**config.mk**
```make
export PLATFORM = sky130hd
export DESIGN_NAME = denoise_top
export DESIGN_NICKNAME = d
export VERILOG_FILES = /design/src/denoise_pkg.sv /design/src/pixel_stream_if.sv /design/src/rgb_to_luma.sv /design/src/block_stats_buffer.sv /design/src/noise_estimator.sv /design/src/wiener_filter.sv /design/src/denoise_top.sv
export SDC_FILE = /design/constraint.sdc
export NUM_CORES = 2
export LEC_CHECK = 0
export ABC_AREA = 1
export BUFFER_PORTS_ARGS = -buffer_cell sky130_fd_sc_hd__buf_4
export CORE_ASPECT_RATIO = 0.6
export CORE_MARGIN = 2
export CORE_UTILIZATION = 45
export DETAILED_ROUTE_END_ITERATION = 12
export GPL_TIMING_DRIVEN = 0
export MAX_ROUTING_LAYER = met4
export SLEW_MARGIN = 20
export SYNTH_ARGS = -nofsm -noshare
export SYNTH_HDL_FRONTEND = slang
export SYNTH_HIERARCHICAL = 1
export SYNTH_SLANG_ARGS = --single-unit
```
**constraint.sdc**
```tcl
create_clock -name clk -period 9.64 [get_ports clk]
set_input_delay 0.482 -clock clk [delete_from_list [all_inputs] [get_ports clk]]
set_output_delay 0.482 -clock clk [all_outputs]
set_load 0.02 [all_outputs]
```
**src/denoise_pkg.sv**
```systemverilog
// Denoiser shared definitions
// Pixel, luma and block statistics payloads plus the Wiener gain format
`default_nettype none

package denoise_pkg;

	typedef struct packed {
		logic [7:0] pad;
		logic [7:0] r;
		logic [7:0] g;
		logic [7:0] b;    // Low byte of the input word
	} rgb_pixel_t;

	typedef logic [7:0]  luma_t;
	typedef logic [15:0] block_var_t;

	// Payload from the block buffer to the Wiener stage
	typedef struct packed {
		luma_t      luma;
		luma_t      block_mean;
		block_var_t block_var;
	} stats_pixel_t;

	localparam int GAIN_FRAC_BITS = 8;    // Gain of 256 is unity

endpackage

`default_nettype wire

```
**src/pixel_stream_if.sv**
```systemverilog
// Pixel stream interface
// Valid/ready handshake with a typed payload and frame/block markers
`timescale 1ns/1ps
`default_nettype none

interface pixel_stream_if #(
	parameter type payload_t = logic [7:0]
);
	logic     valid;
	logic     ready;
	payload_t data;
	logic     sof;     // First pixel of a frame
	logic     last;    // Last pixel of a block

	modport src (output valid, output data, output sof, output last, input ready);
	modport dst (input valid, input data, input sof, input last, output ready);
	modport mon (input valid, input ready, input data, input sof, input last);

endinterface

`default_nettype wire

```
**src/rgb_to_luma.sv**
```systemverilog
// RGB to luma stage
// Registers the floor mean of the three colour channels of each pixel
`timescale 1ns/1ps
`default_nettype none

module rgb_to_luma
	import denoise_pkg::*;
(
	input wire logic    clk,
	input wire logic    rst_n,
	pixel_stream_if.dst in,
	pixel_stream_if.src out
);
	rgb_pixel_t  px;
	logic [9:0]  chan_sum;
	logic [18:0] scaled;
	luma_t       luma_q;
	logic        valid_q;
	logic        sof_q;
	logic        last_q;

	assign px       = in.data;
	assign chan_sum = px.r + px.g + px.b;
	assign scaled   = chan_sum * 19'd683;    // 683 / 2048 is exact floor of /3 up to 765

	// Take a new pixel when the register is empty or draining
	assign in.ready = !valid_q || out.ready;

	always_ff @(posedge clk) begin
		if (!rst_n) begin
			valid_q <= 1'b0;
		end else if (in.valid && in.ready) begin
			valid_q <= 1'b1;
		end else if (out.ready) begin
			valid_q <= 1'b0;
		end
	end

	always_ff @(posedge clk) begin
		if (in.valid && in.ready) begin
			luma_q <= scaled[18:11];
			sof_q  <= in.sof;
			last_q <= in.last;
		end
	end

	assign out.valid = valid_q;
	assign out.data  = luma_q;
	assign out.sof   = sof_q;
	assign out.last  = last_q;

endmodule

`default_nettype wire

```
**src/block_stats_buffer.sv**
```systemverilog
// Block statistics buffer
// Collects one block of luma, forms its mean and variance, then replays
// the block with both values attached to every pixel
`timescale 1ns/1ps
`default_nettype none

module block_stats_buffer
	import denoise_pkg::*;
#(
	parameter int BLOCK_PIXELS = 64
) (
	input wire logic    clk,
	input wire logic    rst_n,
	pixel_stream_if.dst in,
	pixel_stream_if.src out
);
	localparam int IDX_W = $clog2(BLOCK_PIXELS);
	localparam logic [IDX_W-1:0] LAST_IDX = IDX_W'(BLOCK_PIXELS - 1);

	typedef enum logic [1:0] {COLLECT, COMPUTE, REPLAY} state_t;

	state_t            state;
	luma_t             block_mem [BLOCK_PIXELS];
	logic [IDX_W-1:0]  wr_idx;
	logic [IDX_W-1:0]  rd_idx;
	logic [IDX_W+7:0]  sum;
	logic [IDX_W+15:0] sum_sq;
	logic [15:0]       in_sq;
	logic              blk_sof;
	luma_t             mean_c;
	logic [15:0]       sq_mean;
	logic [15:0]       mean_sq;
	luma_t             mean_q;
	block_var_t        var_q;
	stats_pixel_t      out_pix;
	logic              in_fire;
	logic              out_fire;

	assign in.ready = (state == COLLECT);
	assign in_fire  = in.valid && in.ready;
	assign out_fire = out.valid && out.ready;

	assign in_sq   = in.data * in.data;
	assign mean_c  = sum[IDX_W +: 8];       // Divide by the block size
	assign sq_mean = sum_sq[IDX_W +: 16];
	assign mean_sq = mean_c * mean_c;

	always_ff @(posedge clk) begin
		if (!rst_n) begin
			state   <= COLLECT;
			wr_idx  <= '0;
			rd_idx  <= '0;
			blk_sof <= 1'b0;
		end else begin
			case (state)
				COLLECT: begin
					if (in_fire) begin
						if (wr_idx == '0) begin
							blk_sof <= in.sof;
						end
						wr_idx <= wr_idx + 1'b1;    // Wraps to 0 at block end
						if (wr_idx == LAST_IDX) begin
							state <= COMPUTE;
						end
					end
				end
				COMPUTE: state <= REPLAY;
				REPLAY: begin
					if (out_fire) begin
						rd_idx <= rd_idx + 1'b1;
						if (rd_idx == LAST_IDX) begin
							state <= COLLECT;
						end
					end
				end
				default: state <= COLLECT;
			endcase
		end
	end

	always_ff @(posedge clk) begin
		if (in_fire) begin
			block_mem[wr_idx] <= in.data;
			if (wr_idx == '0) begin
				sum    <= (IDX_W+8)'(in.data);
				sum_sq <= (IDX_W+16)'(in_sq);
			end else begin
				sum    <= sum + in.data;
				sum_sq <= sum_sq + in_sq;
			end
		end
		if (state == COMPUTE) begin
			mean_q <= mean_c;
			var_q  <= (sq_mean > mean_sq) ? sq_mean - mean_sq : '0;
		end
	end

	assign out_pix.luma       = block_mem[rd_idx];
	assign out_pix.block_mean = mean_q;
	assign out_pix.block_var  = var_q;

	assign out.valid = (state == REPLAY);
	assign out.data  = out_pix;
	assign out.sof   = blk_sof && (rd_idx == '0);
	assign out.last  = (rd_idx == LAST_IDX);

endmodule

`default_nettype wire

```
**src/noise_estimator.sv**
```systemverilog
// Noise estimator
// Tracks the minimum block variance of each frame and publishes it
// once the frame's final block has gone by
`timescale 1ns/1ps
`default_nettype none

module noise_estimator
	import denoise_pkg::*;
(
	input wire logic        clk,
	input wire logic        rst_n,
	pixel_stream_if.mon     stats,
	input wire logic [31:0] blocks_per_frame,
	output block_var_t      noise_variance,
	output logic            noise_valid
);
	stats_pixel_t pix;
	logic         sof_fire;
	logic         blk_done;
	logic [31:0]  blk_cnt;
	logic [31:0]  cnt_next;
	block_var_t   min_var;
	block_var_t   min_base;
	block_var_t   min_next;

	assign pix      = stats.data;
	assign sof_fire = stats.valid && stats.ready && stats.sof;
	assign blk_done = stats.valid && stats.ready && stats.last;

	// A frame start on the same transfer restarts the count
	assign cnt_next = (sof_fire ? 32'd0 : blk_cnt) + 32'd1;
	assign min_base = sof_fire ? '1 : min_var;
	assign min_next = (pix.block_var < min_base) ? pix.block_var : min_base;

	always_ff @(posedge clk) begin
		if (!rst_n) begin
			blk_cnt        <= '0;
			min_var        <= '1;
			noise_variance <= '0;
			noise_valid    <= 1'b0;
		end else begin
			noise_valid <= 1'b0;
			if (blk_done) begin
				if (cnt_next == blocks_per_frame) begin
					noise_variance <= min_next;    // Frame complete
					noise_valid    <= 1'b1;
					blk_cnt        <= '0;
					min_var        <= '1;
				end else begin
					blk_cnt <= cnt_next;
					min_var <= min_next;
				end
			end else if (sof_fire) begin
				blk_cnt <= '0;
				min_var <= '1;
			end
		end
	end

endmodule

`default_nettype wire

```
**src/wiener_filter.sv**
```systemverilog
// Wiener filter stage
// Derives a gain per block with a serial divider, then pulls each pixel
// toward its block mean by that gain
`timescale 1ns/1ps
`default_nettype none

module wiener_filter
	import denoise_pkg::*;
(
	input wire logic       clk,
	input wire logic       rst_n,
	pixel_stream_if.dst    in,
	input wire block_var_t noise_variance,
	pixel_stream_if.src    out
);
	localparam logic [GAIN_FRAC_BITS:0] UNITY = {1'b1, {GAIN_FRAC_BITS{1'b0}}};
	localparam logic [3:0] DIV_LAST = 4'(GAIN_FRAC_BITS - 1);

	typedef enum logic [1:0] {IDLE, DIV, PASS} state_t;

	state_t                    state;
	stats_pixel_t              pix;
	block_var_t                noise_q;
	block_var_t                noise_eff;
	block_var_t                divisor;
	logic [15:0]               rem;
	logic [16:0]               rem_sh;
	logic [GAIN_FRAC_BITS-1:0] quot;
	logic [3:0]                div_cnt;
	logic                      gain_zero;
	logic                      gain_unity;
	logic [GAIN_FRAC_BITS:0]   gain;
	logic signed [9:0]         diff;
	logic signed [19:0]        prod;
	logic signed [19:0]        shifted;
	logic signed [11:0]        res;
	luma_t                     res_clamped;
	luma_t                     data_q;
	logic                      valid_q;
	logic                      sof_q;
	logic                      last_q;
	logic                      in_fire;

	assign pix       = in.data;
	assign noise_eff = in.sof ? noise_variance : noise_q;    // New frame takes the fresh estimate
	assign rem_sh    = {rem, 1'b0};

	assign in.ready = (state == PASS) && (!valid_q || out.ready);
	assign in_fire  = in.valid && in.ready;

	always_ff @(posedge clk) begin
		if (!rst_n) begin
			state   <= IDLE;
			noise_q <= '0;
			div_cnt <= '0;
		end else begin
			case (state)
				IDLE: begin
					if (in.valid) begin
						if (in.sof) begin
							noise_q <= noise_variance;
						end
						div_cnt <= '0;
						state   <= DIV;
					end
				end
				DIV: begin
					div_cnt <= div_cnt + 1'b1;
					if (div_cnt == DIV_LAST) begin
						state <= PASS;
					end
				end
				PASS: begin
					if (in_fire && in.last) begin
						state <= IDLE;
					end
				end
				default: state <= IDLE;
			endcase
		end
	end

	// Restoring division of (var - noise) * 2^8 by var, one quotient bit per cycle
	always_ff @(posedge clk) begin
		if (state == IDLE) begin
			divisor    <= pix.block_var;
			rem        <= pix.block_var - noise_eff;
			gain_zero  <= (pix.block_var <= noise_eff);
			gain_unity <= (noise_eff == '0);
		end else if (state == DIV) begin
			if (rem_sh >= {1'b0, divisor}) begin
				rem  <= 16'(rem_sh - {1'b0, divisor});
				quot <= {quot[GAIN_FRAC_BITS-2:0], 1'b1};
			end else begin
				rem  <= rem_sh[15:0];
				quot <= {quot[GAIN_FRAC_BITS-2:0], 1'b0};
			end
		end
	end

	// No estimate yet means pass luma through
	always_comb begin
		if (gain_unity) begin
			gain = UNITY;
		end else if (gain_zero) begin
			gain = '0;
		end else begin
			gain = {1'b0, quot};
		end
	end

	assign diff    = $signed({2'b00, pix.luma}) - $signed({2'b00, pix.block_mean});
	assign prod    = $signed({1'b0, gain}) * diff;
	assign shifted = prod >>> GAIN_FRAC_BITS;    // Floors toward minus infinity
	assign res     = $signed(shifted[11:0]) + $signed({4'b0000, pix.block_mean});

	always_comb begin
		if (res < 0) begin
			res_clamped = '0;
		end else if (res > 12'sd255) begin
			res_clamped = 8'hff;
		end else begin
			res_clamped = res[7:0];
		end
	end

	always_ff @(posedge clk) begin
		if (!rst_n) begin
			valid_q <= 1'b0;
		end else if (in_fire) begin
			valid_q <= 1'b1;
		end else if (out.ready) begin
			valid_q <= 1'b0;
		end
	end

	always_ff @(posedge clk) begin
		if (in_fire) begin
			data_q <= res_clamped;
			sof_q  <= in.sof;
			last_q <= in.last;
		end
	end

	assign out.valid = valid_q;
	assign out.data  = data_q;
	assign out.sof   = sof_q;
	assign out.last  = last_q;

endmodule

`default_nettype wire

```
**src/denoise_top.sv**
```systemverilog
// Streaming denoiser top level
// Luma conversion, block statistics and Wiener filtering in a pipeline,
// with a frame noise estimator watching the statistics stream
`timescale 1ns/1ps
`default_nettype none

module denoise_top
	import denoise_pkg::*;
#(
	parameter int BLOCK_SIZE = 8    // Power of two
) (
	input wire logic        clk,
	input wire logic        rst_n,
	input wire logic [31:0] s_tdata,
	input wire logic        s_tvalid,
	output logic            s_tready,
	input wire logic        s_tuser,     // Start of frame
	input wire logic        s_tlast,     // End of block
	input wire logic [31:0] blocks_per_frame,
	output luma_t           m_tdata,
	output logic            m_tvalid,
	input wire logic        m_tready,
	output logic            m_tuser,
	output logic            m_tlast,
	output block_var_t      estimated_noise,
	output logic            estimated_noise_valid
);
	localparam int BLOCK_PIXELS = BLOCK_SIZE * BLOCK_SIZE;

	pixel_stream_if #(.payload_t(rgb_pixel_t))   in_s ();
	pixel_stream_if #(.payload_t(luma_t))        luma_s ();
	pixel_stream_if #(.payload_t(stats_pixel_t)) stats_s ();
	pixel_stream_if #(.payload_t(luma_t))        out_s ();

	assign in_s.valid = s_tvalid;
	assign in_s.data  = rgb_pixel_t'(s_tdata);
	assign in_s.sof   = s_tuser;
	assign in_s.last  = s_tlast;
	assign s_tready   = in_s.ready;

	assign m_tdata     = out_s.data;
	assign m_tvalid    = out_s.valid;
	assign m_tuser     = out_s.sof;
	assign m_tlast     = out_s.last;
	assign out_s.ready = m_tready;

	rgb_to_luma i_rgb_to_luma (
		.clk   (clk),
		.rst_n (rst_n),
		.in    (in_s.dst),
		.out   (luma_s.src)
	);

	block_stats_buffer #(
		.BLOCK_PIXELS(BLOCK_PIXELS)
	) i_block_stats_buffer (
		.clk   (clk),
		.rst_n (rst_n),
		.in    (luma_s.dst),
		.out   (stats_s.src)
	);

	noise_estimator i_noise_estimator (
		.clk              (clk),
		.rst_n            (rst_n),
		.stats            (stats_s.mon),
		.blocks_per_frame (blocks_per_frame),
		.noise_variance   (estimated_noise),
		.noise_valid      (estimated_noise_valid)
	);

	wiener_filter i_wiener_filter (
		.clk            (clk),
		.rst_n          (rst_n),
		.in             (stats_s.dst),
		.noise_variance (estimated_noise),
		.out            (out_s.src)
	);

endmodule

`default_nettype wire

```
## After elaboration in Yosys (flattened, before gate mapping)

Memories as Yosys holds them, arrays and structs flattened. A register that Yosys moved wholly into a read port is not among the register bits.
Index checks and enable logic that the tools add are counted.

| storage, ports and cells | value |
|---|---|
| input port bits | 70 |
| bits in registers | 225 |
| memories | 1 |
| output and inout bits | 29 |
| word-level logic and storage cells | 135 |
| bits in writable memories | 512 |

Memories:

| memory | depth | width | read ports | clocked after Yosys merged registers in | write ports | line | RTL |
|---|---|---|---|---|---|---|---|
| i_block_stats_buffer.block_mem | 64 | 8 | 1 | 1 | 1 | block_stats_buffer.sv:23 | `luma_t block_mem [BLOCK_PIXELS];` |

| cells by class | value |
|---|---|
| add/sub/neg operators | 13 |
| equal/unequal tests | 15 |
| reduce and logical (&&, ||, !) cells | 29 |
| bitwise operators | 1 |
| muxes and demuxes | 37 |
| $mul | 4 |
| $lt $le $gt $ge | 6 |

Operators by type and width:

| operator | number |
|---|---|
| two-way mux 16 bit | 9 |
| two-way mux 32 bit | 3 |
| subtractor 16 bit | 3 |
| adder 32 x 1 -> 32 bit, second input constant | 1 |
| equality test 32 bit | 1 |
| multiplier 8 x 8 -> 16 bit | 2 |
| two-way mux 8 bit | 3 |
| adder 22 x 16 -> 22 bit | 1 |
| multiplier 10 x 10 -> 19 bit, second input constant | 1 |
| multiplier 10 x 9 -> 19 bit | 1 |
| greater-or-equal comparator 17 x 16 -> 1 bit | 1 |
| greater-than comparator 16 bit | 1 |
| less-or-equal comparator 16 bit | 1 |
| logical NOT 16 bit | 1 |
| < comparator 16 bit | 1 |
| adder 14 x 8 -> 14 bit | 1 |
| two-way mux 2 bit | 7 |
| AND reduction 2 bit | 7 |
| adder 12 x 9 -> 12 bit | 1 |
| adder 6 x 1 -> 6 bit, second input constant | 2 |
| equality test 6 bit, second input constant | 2 |
| greater-than comparator 12 x 9 -> 1 bit, second input constant | 1 |
| logical NOT 6 bit | 2 |
| < comparator 12 x 1 -> 1 bit, second input constant | 1 |
| other kinds (23) | 51 |

## Logic depth before layout (Yosys ltp)

| logic depth | value |
|---|---|
| depth in word-level cells | 10 |
| depth in mapped cells | 53 |
| mapped depth without buffers | 50 |

## Cells and area by module

The synthesis kept the hierarchy.

By module, submodules not included:

| module | cells an instance | area each (um^2) | instances | sequential area each (um^2) |
|---|---|---|---|---|
| block_stats_buffer | 3021 | 29958.7 | 1 | 17596.9 |
| wiener_filter | 964 | 7865.0 | 1 | 2021.9 |
| noise_estimator | 949 | 5292.6 | 1 | 1301.2 |
| rgb_to_luma | 324 | 2760.1 | 1 | 320.3 |

## Least setup slack after synthesis

OpenSTA, ideal clock, no wires.

| timing path | value |
|---|---|
| path type | flip-flop to flip-flop |
| start | register with a tool-made name |
| end | register i_wiener_filter.data_q[0] (netlist: i_wiener_filter/out.data[0]), data pin |
| library setup time | 0.268 ns |
| path slack | 1.599 ns |
| clock period less this slack | 8.041 ns |
| data required time | 9.372 ns |
| path buffers | 3 |
| arrival | 7.773 ns |
| stages on the path, launching flop included | 50 |
| cell sequence | dfxtp_1 -> buf_4 -> buf_4 -> buf_2 -> nand2_1 -> nand3_1 -> nand3_1 -> nand2_1 -> nand2_1 -> nand3_1 -> nand3_1 -> nand2_1 -> ha_1 -> nand2_1 -> o21ai_0 -> nand2_1 -> nand2_1 -> a21oi_1 -> [... 14 more ...] -> ha_1 -> a21oi_1 -> nand2_2 -> a21oi_1 -> nor2_1 -> nor2_1 -> xnor2_1 -> ha_1 -> nand2_1 -> nor3_1 -> nand2_1 -> o211ai_1 -> a21oi_1 -> nand3b_1 -> nand2_1 -> nand3_2 -> nor2_4 -> a21oi_1 |

RTL lines:

| what | line | RTL |
|---|---|---|
| end signal: assignment | wiener_filter.sv:139 | `data_q <= res_clamped;` |
| end: declaration | wiener_filter.sv:38 | `luma_t data_q;` |

==> key figures <==
Status
  – Status: completed

Timing
  – Period utilization: 0.9472
  – Setup Skew: 45.55 ps
  – Tmin final: around 9100 ps
  – Relative slew slack: 0.2440
  – Slew Limit Fails: 0
  – Setup violators final: 0
  – Achievable frequency: between 100 and 150 MHz
  – Hold Vio Cnt, Final: 0
  – Slew @ Worst Pin: 1130 ps
  – TNS Setup: 0 ps

Worst hold path
  – Worst Hold Class: in -> reg
  – Hold path depth: 3
  – Hold endpoint: i_rgb_to_luma/out.valid$_SDFFE_PN0P_
  – Hold path startpoint: s_tvalid

Final layout
  – Register area: 21210 um2
  – Final Net Count: 5957
  – Final core occ: 0.5135
  – Multi-input gate area: about 22000 um2
  – Share of cells above drive strength 1: 0.08936
  – Final-layout fill cell count: 9396
  – Non-Filler Instances: 6864
  – Area delta synth->final: 12.87%

Clock network
  – CTS tree: yes
  – Clk buf depth: 3
  – Cts bufs inserted: 77
  – Clk slew on worst S/H paths: 60 ps
  – TritonCTS Sinks: 743
  – CTS root buf: clkbuf_16
  – Worst-Skew Late Latency: 690 ps
  – CTS H-tree lvls: 3

Setup path
  – CP Class: reg -> reg
  – Worst path slowest cell: fa_1
  – Worst Path Max Fanout: 10
  – CP peak stage delay: approximately 550 ps
  – Reg2reg end: i_wiener_filter/out.data[6]$_SDFFCE_PN0P_
  – R2r worst-path depth: 46
  – Crit path launch type: register
  – Worst path required time: a little over 10000 ps
  – R2r setup slk: 510 ps
  – WP data arrival: 9560 ps
  – CP most frequent cell: nand2_1
  – Critical Path End Type: register

Drt
  – Pre-antenna DRT Iters: 7
  – Vias: 37201
  – Vias/cell: approximately 5.4
  – ANT nets after route: 0
  – Routed WL: 138.0 mm
  – Post-route DRC: 0
  – Violation count after the first detailed-route iteration: 4455
  – Avg WL per Cell: 20.11 um

Global route
  – Total GRT Usage: 0.2719
  – Pin count of the biggest net entering global routing: 46
  – Initial antenna violation count: 3
  – Vias in the first global route: between 30000 and 40000
  – First-pass GRT wire length: 210.6 mm
  – GRT overflow: 0

Floorplan
  – Vert. Die Dim: about 250 um
  – Die area: 104500 um2
  – Site row count: 90
  – Initial core utilization: 0.4549
  – I/O pin cnt: 99
  – Die width: 416.1 um
  – Total core area: about 100000 um2

Placement
  – DPL Wire Length: approximately 110 mm
  – Placed Instances: 6715
  – Global placement routability congestion: 0.9935
  – Port bufs: 89

Yosys
  – Post-Syn Area: 45850 um2
  – Syn_area_per_cell: 8.721 um2
  – Post-Syn Instances: 5257
  – Yosys warning count: 6
  – Post-Syn Nets: 5749

Job
  – Max-cap viol count: 0
state kept, by name (all words and copies together), names as in the netlist, 8 cells and up, named ones only:
signal / count
i_block_stats_buffer/sum: 14
i_wiener_filter/out.data: 8
i_wiener_filter/divisor: 16
i_wiener_filter/quot: 8
i_wiener_filter/noise_q: 16
i_block_stats_buffer/mean_q: 8
i_noise_estimator/noise_variance: 16
i_noise_estimator/min_var: 16
i_block_stats_buffer/var_q: 16
i_block_stats_buffer/sum_sq: 22
i_wiener_filter/rem: 16
i_noise_estimator/blk_cnt: 32
i_rgb_to_luma/out.data: 8
i_block_stats_buffer/block_mem: 512
critical path: cells and delay by family (launching register included):
kind	cells	cell delay, ps
AOI/OAI and AO/OA	7	1020
and+or+nand+nor	18	1980
adders and majority gates	9	3820
xor gates and xnor gates	2	540
buffers and inverters	10	1060
DFF	1	440
layout by cell type, fill, tap and decap left out, types with 9 or more instances in the layout:
cell and instances:
edfxtp_1 633, or2_2 16, clkbuf_2 10, mux2i_1 15
nor2_2 23, a21o_1 11, clkinv_1 17, clkbuf_16 77
xnor2_1 30, ha_1 287, clkinv_2 12, buf_6 35
inv_1 581, nand2_1 1561, and2_1 9, o21ai_1 11
buf_4 116, a21oi_1 250, buf_2 41, nand3_1 654
xor2_1 60, dfxtp_1 110, nand3b_1 24, clkbuf_1 63
fa_1 134, nor2_1 356, nor3_1 26, clkbuf_4 16
o21ai_0 112, buf_8 29, nand2_2 29, nand4_1 43
a21oi_2 11, nand3_2 12
final cells by class:
class | count | area share
Multi-Input combinational cell | 3741 | 0.4167
Timing Repair Buffer | 129 | 0.02510
Clock buffer | 93 | 0.03859
Buffer | 181 | 0.02292
Clock inverter | 49 | 0.01148
Antenna cell | 2 | 0.00009671
Tap cell | 1334 | 0.03225
Inverter | 592 | 0.04301
Sequential cell | 743 | 0.4099
repair_timing:
action                                  4_1_cts  5_1_grt
endpoints found under the setup margin        8        8
gates resized for setup                      10      123
pin swaps                                     1        7
hold endpoints to repair                      1        0
hold buffers                                  1        0
buffers inserted                              1        3
layer usage:
layer / up-vias / share of wire / track usage
li1: 17826 / - / -
met1: 17581 / 0.50 / 0.4423
met2: 1672 / 0.36 / 0.3311
met3: 122 / 0.12 / 0.07136
met4: 0 / 0.012 / 0.03969
met5: - / 0 / -
worst max-delay path by stage:
stage          startpoint                                   endpoint  slack, ps  cells after the start
2_1_floorplan    register  i_wiener_filter/out.data[0]$_SDFFCE_PN0P_       1600                     49
3_3_place_gp     register  i_wiener_filter/out.data[6]$_SDFFCE_PN0P_       -320                     48
3_5_place_dp     register  i_wiener_filter/out.data[6]$_SDFFCE_PN0P_       -350                     48
4_1_cts          register  i_wiener_filter/out.data[6]$_SDFFCE_PN0P_         50                     47
5_1_grt          register  i_wiener_filter/out.data[6]$_SDFFCE_PN0P_         -8                     50
6_report         register  i_wiener_filter/out.data[6]$_SDFFCE_PN0P_        510                     46
metrics by stage:
stage	worst slack, ps	hold slack [ps]	area (um2)
floorplan	1599	424.4	45850
global placement	-316.5	432.6	48180
detailed placement	-353.5	445.3	48790
CTS	51.65	61.45	51430
global route	-8.430	78.25	51750
finish	508.6	99.04	51750
Power is left out: the tool's default activity adds up to more than one toggle a clock period on the data nets, which glitch-free logic cannot reach.
